### config.mk
export PLATFORM = sky130hd
export DESIGN_NAME = fe2_arith_top
export DESIGN_NICKNAME = d
export VERILOG_FILES = /design/src/logic/fe2_pkg.sv /design/src/logic/fp_add_sub.sv /design/src/logic/addsub_arbiter.sv /design/src/logic/fe2_mul_by_nonresidue.sv /design/src/logic/fe2_add_sub.sv /design/src/logic/fe2_arith_top.sv
export SDC_FILE = /design/constraint.sdc
export NUM_CORES = 1
export LEC_CHECK = 0
export ABC_AREA = 1
export BUFFER_PORTS_ARGS = -buffer_cell sky130_fd_sc_hd__buf_2
export CAP_MARGIN = 20
export CORE_ASPECT_RATIO = 2
export CORE_MARGIN = 2
export CORE_UTILIZATION = 60
export DETAILED_ROUTE_END_ITERATION = 7
export HOLD_SLACK_MARGIN = 0.08
export PLACE_DENSITY = 0.85
export SETUP_SLACK_MARGIN = 0.15
export SYNTH_ARGS = -nofsm -noshare
export SYNTH_HDL_FRONTEND = slang
export SYNTH_SLANG_ARGS = --single-unit
### constraint.sdc
create_clock -name i_clk -period 9.3 [get_ports i_clk]
set_input_delay 1.86 -clock i_clk [delete_from_list [all_inputs] [get_ports i_clk]]
set_output_delay 1.86 -clock i_clk [all_outputs]
set_load 0.01 [all_outputs]
### src/logic/fe2_pkg.sv
/*
  Fp2 arithmetic engine types.
  Field element, Fp2 pair, shared add/sub unit request and response,
  and the routing tag that steers responses back to their client.
*/

package fe2_pkg;

  typedef logic [15:0] fe_t;  // One Fp element.

  typedef struct packed {
    fe_t c1;  // Coefficient of u.
    fe_t c0;  // Constant term.
  } fe2_t;

  typedef enum logic {
    FE2_ADD = 1'b0,
    FE2_SUB = 1'b1
  } fe2_op_e;

  typedef enum logic {
    ALU_ADD = 1'b0,
    ALU_SUB = 1'b1
  } alu_op_e;

  typedef enum logic {
    CL_MNR    = 1'b0,  // Multiply by non-residue.
    CL_ADDSUB = 1'b1   // Fp2 add or subtract.
  } client_e;

  typedef struct packed {
    client_e client;  // Owner of the request.
    logic    comp;    // 0 = c0, 1 = c1.
  } tag_t;

  typedef struct packed {
    fe_t     a;
    fe_t     b;
    alu_op_e op;
    tag_t    tag;
  } alu_req_t;

  typedef struct packed {
    fe_t  res;
    tag_t tag;
  } alu_rsp_t;

  typedef struct packed {
    fe2_t    x;
    fe2_t    y;
    fe2_op_e op;
  } fe2_bin_t;

endpackage

### src/logic/fp_add_sub.sv
/*
  Shared modular add/subtract unit over Fp.
  Two stages: raw sum or difference with carry/borrow, then one
  conditional correction by the modulus. Whole pipe stalls on back-pressure.
*/

module fp_add_sub #(
  parameter fe2_pkg::fe_t P_MOD = 16'd65521
) (
  input  logic               i_clk,
  input  logic               i_rst,
  input  logic               i_req_val,
  output logic               o_req_rdy,
  input  fe2_pkg::alu_req_t  i_req,
  output logic               o_rsp_val,
  input  logic               i_rsp_rdy,
  output fe2_pkg::alu_rsp_t  o_rsp
);

  logic                s1_val;   // Stage 1 holds a raw value.
  logic [16:0]         s1_raw;   // Carry or borrow in bit 16.
  fe2_pkg::alu_op_e    s1_op;
  fe2_pkg::tag_t       s1_tag;
  logic                s2_val;
  fe2_pkg::alu_rsp_t   s2_rsp;
  logic                adv;      // Pipe moves this cycle.
  logic [16:0]         raw_w;
  logic [16:0]         fix_w;

  assign adv       = !(s2_val && !i_rsp_rdy);  // Freeze while output is stuck.
  assign o_req_rdy = adv;
  assign o_rsp_val = s2_val;
  assign o_rsp     = s2_rsp;

  always_comb begin
    if (i_req.op == fe2_pkg::ALU_ADD) begin
      raw_w = {1'b0, i_req.a} + {1'b0, i_req.b};  // Up to 2P - 2.
    end else begin
      raw_w = {1'b0, i_req.a} - {1'b0, i_req.b};  // Bit 16 set on borrow.
    end
  end

  always_comb begin
    fix_w = s1_raw;
    if (s1_op == fe2_pkg::ALU_ADD) begin
      if (s1_raw >= {1'b0, P_MOD}) fix_w = s1_raw - {1'b0, P_MOD};  // Reduce.
    end else if (s1_raw[16]) begin
      fix_w = s1_raw + {1'b0, P_MOD};  // Wraps back below P.
    end
  end

  always_ff @(posedge i_clk) begin
    if (i_rst) begin
      s1_val <= 1'b0;
      s2_val <= 1'b0;
    end else if (adv) begin
      s1_val <= i_req_val;
      s2_val <= s1_val;
    end
  end

  // Payload path, no reset.
  always_ff @(posedge i_clk) begin
    if (adv) begin
      s1_raw     <= raw_w;
      s1_op      <= i_req.op;
      s1_tag     <= i_req.tag;
      s2_rsp.res <= fix_w[15:0];
      s2_rsp.tag <= s1_tag;
    end
  end

  // Held response must not change until taken.
  a_rsp_hold: assert property (@(posedge i_clk) disable iff (i_rst)
    o_rsp_val && !i_rsp_rdy |=> o_rsp_val && $stable(o_rsp));

endmodule

### src/logic/addsub_arbiter.sv
/*
  Round-robin arbiter for the shared add/sub unit.
  Two request streams in, one out, with the grant locked while stalled.
  Responses go back to the client named in the tag.
*/

module addsub_arbiter #(
  parameter type REQ_T = fe2_pkg::alu_req_t
) (
  input  logic               i_clk,
  input  logic               i_rst,
  input  logic               i_mnr_req_val,
  output logic               o_mnr_req_rdy,
  input  REQ_T               i_mnr_req,
  input  logic               i_bin_req_val,
  output logic               o_bin_req_rdy,
  input  REQ_T               i_bin_req,
  output logic               o_alu_req_val,
  input  logic               i_alu_req_rdy,
  output REQ_T               o_alu_req,
  input  logic               i_alu_rsp_val,
  output logic               o_alu_rsp_rdy,
  input  fe2_pkg::alu_rsp_t  i_alu_rsp,
  output logic               o_mnr_rsp_val,
  input  logic               i_mnr_rsp_rdy,
  output logic               o_bin_rsp_val,
  input  logic               i_bin_rsp_rdy,
  output fe2_pkg::alu_rsp_t  o_rsp
);

  logic rr_bin_pri;  // High when bin goes first on a tie.
  logic lock;        // A granted request is waiting.
  logic lock_bin;    // Which one is waiting.
  logic pick_bin;
  logic gnt_mnr;
  logic gnt_bin;
  logic rsp_to_mnr;

  always_comb begin
    if (lock) begin
      pick_bin = lock_bin;  // Keep the stalled grant.
    end else begin
      pick_bin = i_bin_req_val && (!i_mnr_req_val || rr_bin_pri);
    end
  end

  assign gnt_mnr       = i_mnr_req_val && !pick_bin;
  assign gnt_bin       = i_bin_req_val && pick_bin;
  assign o_alu_req_val = gnt_mnr || gnt_bin;
  assign o_alu_req     = pick_bin ? i_bin_req : i_mnr_req;
  assign o_mnr_req_rdy = gnt_mnr && i_alu_req_rdy;
  assign o_bin_req_rdy = gnt_bin && i_alu_req_rdy;

  // Response demux by tag.
  assign rsp_to_mnr    = (i_alu_rsp.tag.client == fe2_pkg::CL_MNR);
  assign o_mnr_rsp_val = i_alu_rsp_val && rsp_to_mnr;
  assign o_bin_rsp_val = i_alu_rsp_val && !rsp_to_mnr;
  assign o_alu_rsp_rdy = rsp_to_mnr ? i_mnr_rsp_rdy : i_bin_rsp_rdy;
  assign o_rsp         = i_alu_rsp;

  always_ff @(posedge i_clk) begin
    if (i_rst) begin
      rr_bin_pri <= 1'b0;  // CL_MNR first after reset.
      lock       <= 1'b0;
      lock_bin   <= 1'b0;
    end else begin
      if (o_alu_req_val && i_alu_req_rdy) begin
        rr_bin_pri <= !pick_bin;  // Loser goes first next time.
        lock       <= 1'b0;
      end else if (o_alu_req_val) begin
        lock     <= 1'b1;
        lock_bin <= pick_bin;
      end
    end
  end

  // Never two transfers in one cycle.
  a_one_grant: assert property (@(posedge i_clk) disable iff (i_rst)
    !(i_mnr_req_val && o_mnr_req_rdy && i_bin_req_val && o_bin_req_rdy));

  // A stalled request keeps its grant and its payload.
  a_grant_hold: assert property (@(posedge i_clk) disable iff (i_rst)
    o_alu_req_val && !i_alu_req_rdy |=> o_alu_req_val && $stable(o_alu_req));

endmodule

### src/logic/fe2_mul_by_nonresidue.sv
/*
  Fp2 multiply by the non-residue (1 + u).
  c0 = a0 - a1, c1 = a0 + a1, both through the shared add/sub unit.
*/

module fe2_mul_by_nonresidue (
  input  logic               i_clk,
  input  logic               i_rst,
  input  logic               i_val,
  output logic               o_rdy,
  input  fe2_pkg::fe2_t      i_dat,
  output logic               o_val,
  input  logic               i_rdy,
  output fe2_pkg::fe2_t      o_dat,
  output logic               o_req_val,
  input  logic               i_req_rdy,
  output fe2_pkg::alu_req_t  o_req,
  input  logic               i_rsp_val,
  input  fe2_pkg::alu_rsp_t  i_rsp
);

  logic          busy;         // One operation in flight.
  logic [1:0]    sent;         // 00, 01, 11 as requests go out.
  logic [1:0]    add_sub_val;  // Result slots filled, by comp.
  fe2_pkg::fe2_t op_a;         // Latched (a0, a1).
  fe2_pkg::fe2_t res;
  logic          in_fire;
  logic          req_fire;
  logic          out_fire;

  assign o_rdy    = !busy;
  assign in_fire  = i_val && o_rdy;
  assign o_val    = &add_sub_val;  // Valid the cycle after the last result.
  assign out_fire = o_val && i_rdy;
  assign o_dat    = res;

  // Second request goes out once comp 0 has been taken.
  assign o_req_val = busy && !sent[1];
  assign req_fire  = o_req_val && i_req_rdy;

  always_comb begin
    o_req.a          = op_a.c0;
    o_req.b          = op_a.c1;
    o_req.tag.client = fe2_pkg::CL_MNR;
    o_req.tag.comp   = sent[0];
    if (sent[0]) begin
      o_req.op = fe2_pkg::ALU_ADD;  // c1 = a0 + a1.
    end else begin
      o_req.op = fe2_pkg::ALU_SUB;  // c0 = a0 - a1.
    end
  end

  always_ff @(posedge i_clk) begin
    if (i_rst) begin
      busy        <= 1'b0;
      sent        <= 2'b00;
      add_sub_val <= 2'b00;
    end else begin
      if (in_fire) begin
        busy <= 1'b1;
        sent <= 2'b00;
      end else if (req_fire) begin
        sent <= {sent[0], 1'b1};
      end
      if (i_rsp_val) add_sub_val[i_rsp.tag.comp] <= 1'b1;  // File by comp.
      if (out_fire) begin
        busy        <= 1'b0;
        add_sub_val <= 2'b00;
      end
    end
  end

  always_ff @(posedge i_clk) begin
    if (in_fire) op_a <= i_dat;
    if (i_rsp_val) begin
      if (i_rsp.tag.comp) res.c1 <= i_rsp.res;
      else res.c0 <= i_rsp.res;
    end
  end

  // Shared unit only answers what this client asked.
  a_no_rsp_idle: assert property (@(posedge i_clk) disable iff (i_rst)
    !busy |-> !i_rsp_val);

endmodule

### src/logic/fe2_add_sub.sv
/*
  Fp2 component-wise add or subtract.
  Two shared operations, c0 first then c1, collected by comp.
*/

module fe2_add_sub (
  input  logic               i_clk,
  input  logic               i_rst,
  input  logic               i_val,
  output logic               o_rdy,
  input  fe2_pkg::fe2_bin_t  i_dat,
  output logic               o_val,
  input  logic               i_rdy,
  output fe2_pkg::fe2_t      o_dat,
  output logic               o_req_val,
  input  logic               i_req_rdy,
  output fe2_pkg::alu_req_t  o_req,
  input  logic               i_rsp_val,
  input  fe2_pkg::alu_rsp_t  i_rsp
);

  logic              busy;
  logic              iss_comp;  // Next component to issue.
  logic              iss_done;  // Both requests taken.
  logic [1:0]        got;       // Results in hand.
  fe2_pkg::fe2_bin_t opnd;      // Latched x, y and op.
  fe2_pkg::fe2_t     res;
  fe2_pkg::alu_op_e  alu_op;
  logic              req_fire;

  assign o_rdy     = !busy;
  assign o_val     = got[0] && got[1];
  assign o_dat     = res;
  assign o_req_val = busy && !iss_done;
  assign req_fire  = o_req_val && i_req_rdy;

  always_comb begin
    case (opnd.op)
      fe2_pkg::FE2_SUB: alu_op = fe2_pkg::ALU_SUB;
      default:          alu_op = fe2_pkg::ALU_ADD;
    endcase
  end

  always_comb begin
    o_req.op         = alu_op;
    o_req.tag.client = fe2_pkg::CL_ADDSUB;
    o_req.tag.comp   = iss_comp;
    o_req.a          = iss_comp ? opnd.x.c1 : opnd.x.c0;  // Component select.
    o_req.b          = iss_comp ? opnd.y.c1 : opnd.y.c0;
  end

  always_ff @(posedge i_clk) begin
    if (i_rst) begin
      busy     <= 1'b0;
      iss_comp <= 1'b0;
      iss_done <= 1'b0;
      got      <= 2'b00;
    end else begin
      if (i_val && o_rdy) begin
        busy     <= 1'b1;  // Start on c0.
        iss_comp <= 1'b0;
        iss_done <= 1'b0;
      end else if (req_fire) begin
        iss_comp <= 1'b1;
        iss_done <= iss_comp;  // Done after c1.
      end
      if (i_rsp_val) got[i_rsp.tag.comp] <= 1'b1;
      if (o_val && i_rdy) begin
        busy <= 1'b0;  // Back to idle on output.
        got  <= 2'b00;
      end
    end
  end

  always_ff @(posedge i_clk) begin
    if (i_val && o_rdy) opnd <= i_dat;
    if (i_rsp_val && !i_rsp.tag.comp) res.c0 <= i_rsp.res;
    if (i_rsp_val && i_rsp.tag.comp) res.c1 <= i_rsp.res;
  end

  // Each component comes back once per operation.
  a_no_dup_rsp: assert property (@(posedge i_clk) disable iff (i_rst)
    i_rsp_val |-> busy && !got[i_rsp.tag.comp]);

endmodule

### src/logic/fe2_arith_top.sv
/*
  Fp2 arithmetic engine top level.
  Multiply-by-non-residue and Fp2 add/sub clients share one
  modular add/sub unit through a round-robin arbiter.
*/

module fe2_arith_top #(
  parameter fe2_pkg::fe_t P_MOD = 16'd65521
) (
  input  logic               i_clk,
  input  logic               i_rst,
  input  logic               i_mnr_val,
  output logic               o_mnr_rdy,
  input  fe2_pkg::fe2_t      i_mnr_dat,
  output logic               o_mnr_val,
  input  logic               i_mnr_rdy,
  output fe2_pkg::fe2_t      o_mnr_dat,
  input  logic               i_bin_val,
  output logic               o_bin_rdy,
  input  fe2_pkg::fe2_bin_t  i_bin_dat,
  output logic               o_bin_val,
  input  logic               i_bin_rdy,
  output fe2_pkg::fe2_t      o_bin_dat
);

  logic              mnr_req_val, mnr_req_rdy;
  fe2_pkg::alu_req_t mnr_req;
  logic              bin_req_val, bin_req_rdy;
  fe2_pkg::alu_req_t bin_req;
  logic              alu_req_val, alu_req_rdy;
  fe2_pkg::alu_req_t alu_req;
  logic              alu_rsp_val, alu_rsp_rdy;
  fe2_pkg::alu_rsp_t alu_rsp;
  logic              mnr_rsp_val, bin_rsp_val;
  fe2_pkg::alu_rsp_t cl_rsp;  // Shared response lines to both clients.

  fe2_mul_by_nonresidue fe2_mul_by_nonresidue_i (
    .i_clk(i_clk), .i_rst(i_rst),
    .i_val(i_mnr_val), .o_rdy(o_mnr_rdy), .i_dat(i_mnr_dat),
    .o_val(o_mnr_val), .i_rdy(i_mnr_rdy), .o_dat(o_mnr_dat),
    .o_req_val(mnr_req_val), .i_req_rdy(mnr_req_rdy), .o_req(mnr_req),
    .i_rsp_val(mnr_rsp_val), .i_rsp(cl_rsp)
  );

  fe2_add_sub fe2_add_sub_i (
    .i_clk(i_clk), .i_rst(i_rst),
    .i_val(i_bin_val), .o_rdy(o_bin_rdy), .i_dat(i_bin_dat),
    .o_val(o_bin_val), .i_rdy(i_bin_rdy), .o_dat(o_bin_dat),
    .o_req_val(bin_req_val), .i_req_rdy(bin_req_rdy), .o_req(bin_req),
    .i_rsp_val(bin_rsp_val), .i_rsp(cl_rsp)
  );

  // Clients reserve a slot per result, so responses are always taken.
  addsub_arbiter #(.REQ_T(fe2_pkg::alu_req_t)) addsub_arbiter_i (
    .i_clk(i_clk), .i_rst(i_rst),
    .i_mnr_req_val(mnr_req_val), .o_mnr_req_rdy(mnr_req_rdy), .i_mnr_req(mnr_req),
    .i_bin_req_val(bin_req_val), .o_bin_req_rdy(bin_req_rdy), .i_bin_req(bin_req),
    .o_alu_req_val(alu_req_val), .i_alu_req_rdy(alu_req_rdy), .o_alu_req(alu_req),
    .i_alu_rsp_val(alu_rsp_val), .o_alu_rsp_rdy(alu_rsp_rdy), .i_alu_rsp(alu_rsp),
    .o_mnr_rsp_val(mnr_rsp_val), .i_mnr_rsp_rdy(1'b1),
    .o_bin_rsp_val(bin_rsp_val), .i_bin_rsp_rdy(1'b1),
    .o_rsp(cl_rsp)
  );

  fp_add_sub #(.P_MOD(P_MOD)) fp_add_sub_i (
    .i_clk(i_clk), .i_rst(i_rst),
    .i_req_val(alu_req_val), .o_req_rdy(alu_req_rdy), .i_req(alu_req),
    .o_rsp_val(alu_rsp_val), .i_rsp_rdy(alu_rsp_rdy), .o_rsp(alu_rsp)
  );

endmodule

# Yosys cells after proc, flatten, opt, wreduce, memory -nomap -nowiden
# Cells that the tools add are included.
[totals] output_inout_bits=68 wordCells=83 ff_bits=212
[classes] addsub=4 muxes=11 magnitude_cmp=3 reduce_logical=33 n_bitwise=4
[op_table] operator="two-way mux 16 bit" n=5
[op_table] operator="two-way mux 35 bit" n=1
[op_table] operator="adder 16 x 16 -> 17 bit" n=1
[op_table] operator="greater-or-equal comparator 17 x 16 -> 1 bit (second input constant)" n=1
[op_table] operator="logical AND 1 bit" n=17
[op_table] operator="two-way mux 17 bit" n=1
[op_table] operator="subtractor 16 x 16 -> 17 bit" n=1
[op_table] operator="adder 16 bit (second input constant)" n=1
[op_table] operator="subtractor 16 bit (second input constant)" n=1
[op_table] operator="OR reduction 2 bit" n=4
[op_table] operator="logical NOT 1 bit" n=7
[op_table] operator="AND reduction 2 bit" n=3
[op_table] operator="OR 2 bit" n=2
[op_table] operator="two-way mux 1 bit" n=3
[op_table] operator="logical OR 1 bit" n=2
[op_table] operator="< comparator 1 x 2 -> 1 bit (second input constant)" n=1
[op_table] operator="NOT 1 bit" n=2
[op_table] operator="demux 1 bit (select 1 bit)" n=1
[op_table] operator="greater-or-equal comparator 1 bit (second input constant)" n=1

# Logic depth before layout (Yosys ltp)
[depth] word_depth=8 depth_mapped=23 ltp_nobuf=22

# By module
# Synthesis repeated with hierarchy kept, for this count alone.
[hier_totals] hier_cells=978 hier_area_um2=9994.6
[by_module_without_submodules] mod="fe2_add_sub" n_inst=1 area_each_um2=3577.2 cells_each=234
[by_module_without_submodules] mod="fp_add_sub" n_inst=1 area_each_um2=3400.8 cells_each=477
[by_module_without_submodules] mod="fe2_mul_by_nonresidue" n_inst=1 area_each_um2=2144.6 cells_each=97
[by_module_without_submodules] mod="addsub_arbiter" n_inst=1 area_each_um2=868.3 cells_each=169
[by_module_without_submodules] mod="fe2_arith_top" n_inst=1 area_each_um2=3.8 cells_each=1

# Least setup slack after synthesis
# Ideal clock, no wire load.
[synth_timing] path_kind="input -> register" startpoint="input i_bin_val" endpoint="register fe2_add_sub_i.opnd[0] (netlist bit), enable pin" path_slack_ns=4.166 t_required_ns=8.810 t_arrival_ns=4.645 n_path_buf=0 setup_ns=0.490 path_stages=2 cell_sequence="inv_1 > nor2_1"
[synth_between] elab_chain_cells=1
[synth_lines] item="start, declared" line_no="fe2_arith_top.sv:18" text="input logic i_bin_val,"
[synth_lines] item="logical AND 1 bit" line_no="fe2_add_sub.sv:76" text="if (i_val && o_rdy) opnd <= i_dat;"
[synth_lines] item="end signal, assigned" line_no="fe2_add_sub.sv:76"
[synth_lines] item="end, declared" line_no="fe2_add_sub.sv:26" text="fe2_pkg::fe2_bin_t opnd;"
# Every way passes these cells.
# A chain may end at the register's enable or synchronous reset.

# Final worst setup path
[layout_timing] startpoint="register fe2_mul_by_nonresidue_i.busy" endpoint="register fp_add_sub_i.s1_raw[16]"
[layout_between] elab_chain_cells=7 word_cells_on_any_way=8
[layout_lines] item="start, declared" line_no="fe2_mul_by_nonresidue.sv:22" text="logic busy;"
[layout_lines] item="start signal, assigned" line_no="fe2_mul_by_nonresidue.sv:55" text="busy <= 1'b0;"
[layout_lines] item="start signal, assigned" line_no="fe2_mul_by_nonresidue.sv:60" text="busy <= 1'b1;"
[layout_lines] item="start signal, assigned" line_no="fe2_mul_by_nonresidue.sv:67" text="busy <= 1'b0;"
[layout_lines] item="logical AND 1 bit (*)" line_no="fe2_mul_by_nonresidue.sv:38" text="assign o_req_val = busy && !sent[1];"
[layout_lines] item="logical NOT 1 bit (*)" line_no="addsub_arbiter.sv:43" text="pick_bin = i_bin_req_val && (!i_mnr_req_val || rr_bin_pri);"
[layout_lines] item="logical OR 1 bit (*)" line_no="addsub_arbiter.sv:43"
[layout_lines] item="logical AND 1 bit (*)" line_no="addsub_arbiter.sv:43"
[layout_lines] item="two-way mux 35 bit (*)" line_no="addsub_arbiter.sv:50" text="assign o_alu_req = pick_bin ? i_bin_req : i_mnr_req;"
[layout_lines] item="adder 16 x 16 -> 17 bit or subtractor 16 x 16 -> 17 bit (tied branches)" line_no="fp_add_sub.sv:37, fp_add_sub.sv:39"
[layout_lines] item="two-way mux 17 bit (*)" line_no="fp_add_sub.sv:36" text="if (i_req.op == fe2_pkg::ALU_ADD) begin"
[layout_lines] item="net fp_add_sub_i.raw_w[16]" line_no="fp_add_sub.sv:27" text="logic [16:0] raw_w;"
[layout_lines] item="end signal, assigned" line_no="fp_add_sub.sv:65" text="s1_raw <= raw_w;"
[layout_lines] item="end, declared" line_no="fp_add_sub.sv:21" text="logic [16:0] s1_raw;"
# The timed path passes the listed nets; every way through them passes the cells marked *.

==> impl_metrics.env <==
export IMPL_cp_max_fo=35
export IMPL_fin_skew_ns=0.00944
export IMPL_setup_viol=0
export IMPL_synth_largest_area_cell="edfxtp_1"
export IMPL_area_delta_synth_final_pct=17.4
export IMPL_synth_top_area_share_pct=51.0
export IMPL_status="complete, no violations"
export IMPL_num_rows=65
export IMPL_power_density_mw_per_mm2=248
export IMPL_synthMostInstantiatedCell="nand2_1"
export IMPL_syn_area_per_cell_um2=9.96
export IMPL_cts_buffers=19
export IMPL_period_minus_slack_ns=3.93
export IMPL_cts_path_max_buffers=3
export IMPL_max_cap_violations=0
export IMPL_clkLatencyLatePin_ns=0.49
export IMPL_antenna_found_initial=0
export IMPL_ant_nets=0
export IMPL_firstDrtPassIters=6
export IMPL_start_kind="register"
export IMPL_fin_crit_sh_pct=42.2
export IMPL_max_freq_mhz=255
export IMPL_hpwl_mm=15.1
export IMPL_yosys_warnings=0
export IMPL_io_buffer_count=170
export IMPL_tightest_slew_ns=0.885
export IMPL_netlist_top_cells_area="edfxtp_1, nand2_1, dfxtp_1"
export IMPL_drive_gt1_share_pct=20.8
export IMPL_path_clk_slew_ns=0.07
export IMPL_required_ns=9.68
export IMPL_critical_path_slowest_cell="clkinv_1"
export IMPL_post_cts_buffers=0
export IMPL_end_kind="register"
export IMPL_die_width_um=92.9
export IMPL_synthTopCellsByCount="nand2_1, edfxtp_1, nor2_1"
export IMPL_syn_inst=952
export IMPL_crit_type="reg2reg"
export IMPL_slew_headroom_pct=40.6
export IMPL_crit_top_cell="nand2_1"
export IMPL_fp_coreArea_mm2=0.0156
export IMPL_post_drt_wl_per_cell_um=15.8
export IMPL_fp_dieH_um=182
export IMPL_post_cts_resized=0
export IMPL_diodes=0
export IMPL_cp_arrival_ns=4.31
export IMPL_grt_use_total_pct=25.3
export IMPL_grt_max_degree=66
export IMPL_syn_area_mm2=0.00948
export IMPL_start_util_pct=60.7
export IMPL_peakVddDrop_uv=197
export IMPL_path_cells="nand3_4 > nand2_4 > clkinv_1 > o21ai_0 > ha_1 > inv_1 > fa_1 > nand3_1 > nand2_1 > nand2_1 > nand2_1 > a21oi_1 > inv_1 > nand3_1 > nand2_1"
export IMPL_cts_hold_buf=0
export IMPL_hp_class="reg2reg"
export IMPL_hold_viol_final=0
export IMPL_yosysUniqueCellTypes=41
export IMPL_rsz0062_at_grt="false"
export IMPL_slowest_delay_ns=0.77
export IMPL_drt_initial_drc_count=559
export IMPL_finalWeightedCongestion=0.981
export IMPL_grt_pass1_vias=7138
export IMPL_leakagePower_nw=4.88
export IMPL_cts_sinks=212
export IMPL_die_area_mm2=0.0169
export IMPL_vias=7253
export IMPL_gr_total_overflow=0
export IMPL_cts_root_buffer="clkbuf_16"
export IMPL_cts_tree="yes"
export IMPL_tns_ns=0
export IMPL_synth_edf_count=161
export IMPL_synth_ff_type="edfxtp_1"
export IMPL_layout_nets=1251
export IMPL_ys_seq_area_share_pct=61.8
export IMPL_synthesis_nets=1076
export IMPL_wl_mm=21.1
export IMPL_ys_seq_elements=212
export IMPL_maxSlewViolCount=0
export IMPL_h_tree_depth=1
export IMPL_grt_pass1_wl_mm=34.0
export IMPL_via_per_inst=5.41
export IMPL_nFillCells=1160
export IMPL_remaining_drc_errors=0
export IMPL_ios=171
export IMPL_synthArstFlopShare_pct=0
export IMPL_p_total_w=0.00276
kinds of logic after synthesis:
family                   count (synthesis)  share of synthesized area, %
AND/OR/NAND/NOR                        486                          21.7
flip-flops                             212                          61.8
buffers and inverters                  107                          4.75
AO/OA/AOI/OAI                           88                          5.40
XOR/XNOR                                38                          3.51
adder cells (fa/ha/maj)                 21                          2.85
area by class of cell:
type                            count  area, um^2  area share (%)
Multi-Input combinational cell    633        3180            28.6
Sequential cell                   212        5860            52.6
Tap cell                          201         251            2.26
Timing Repair Buffer              179         918            8.25
Inverter                           82         308            2.77
Clock buffer                       24         515            4.63
Clock inverter                     10        96.3           0.866
power breakdown:
group | total, W | leakage [nW] | switching, W | internal [W]
Combinational | 0.000689 | 2.64 | 0.000453 | 0.000235
Clock | 0.000761 | 0.303 | 0.000333 | 0.000428
Sequential | 0.00131 | 1.93 | 0.000127 | 0.00118
worst max-delay path, delay by kind of cell (launching register included):
family          cells  cell delay (ns)
fa+ha+maj           2             0.66
simple gates        8             1.07
buf+inv             3             0.89
compound gates      2             0.72
flops               1             0.46
flip-flops by register name (all words and copies together), names as in the netlist, 17 cells and up:
name	flops
fe2_add_sub_i.o_dat	32
fe2_mul_by_nonresidue_i.o_req	32
fe2_mul_by_nonresidue_i.o_dat	32
fp_add_sub_i.s1_raw	17
fp_add_sub_i.o_rsp	18
fe2_add_sub_i.opnd	65
final timing paths:
kind | cells past startpoint | slack (ns) | endpoint | startpoint
setup / recovery | 15 | 5.37 | fp_add_sub_i.s1_raw[16]$_DFF_P_ | fe2_mul_by_nonresidue_i.busy$_SDFFE_PP0P_
hold / removal | 0 | 0.34 | fp_add_sub_i.o_rsp[1]$_DFF_P_ | fp_add_sub_i.s1_tag[1]$_DFF_P_
setup reg to reg | 15 | 5.37 | fp_add_sub_i.s1_raw[16]$_DFF_P_ | fe2_mul_by_nonresidue_i.busy$_SDFFE_PP0P_
hold reg to reg | 0 | 0.34 | fp_add_sub_i.o_rsp[1]$_DFF_P_ | fp_add_sub_i.s1_tag[1]$_DFF_P_
routing by layer:
metal  routed length [um]  global-route usage [%]  up-vias
met1                 8000                    30.4     3368
met3                 1300                    3.20       53
met4                  782                    10.5        0
met2                11100                    45.1      307
met5                    0                       0        -
li1                     -                       -     3525
cells in the final DEF (no fill, tap or decap), drive strengths merged, types with 7 or more instances in the layout:
cell / synthesis / final
a21oi: 27 / 27
a31oi: 16 / 16
buf: 17 / 179
clkbuf: 8 / 24
clkinv: 2 / 7
dfxtp: 51 / 51
edfxtp: 161 / 161
ha: 20 / 20
inv: 80 / 84
nand2: 311 / 311
nand3: 71 / 71
nand4: 10 / 10
nor2: 82 / 82
nor3: 10 / 10
o21ai: 33 / 33
xor2: 32 / 32
per-stage QoR:
step                      instances  area [um^2]  util, %  hold slack [ns]  setup WS (ns)
after global placement         1307        10500     67.3            0.313           5.67
final                          1341        11100     71.3            0.341           5.37
after floorplan                 952         9480        -            0.310           4.17
after detailed placement       1307        10500     67.3            0.323           5.42
after global routing           1341        11100     71.3            0.340           4.96
after CTS                      1341        11100     71.3            0.339           5.39
(Power assumes the default switching activity.)
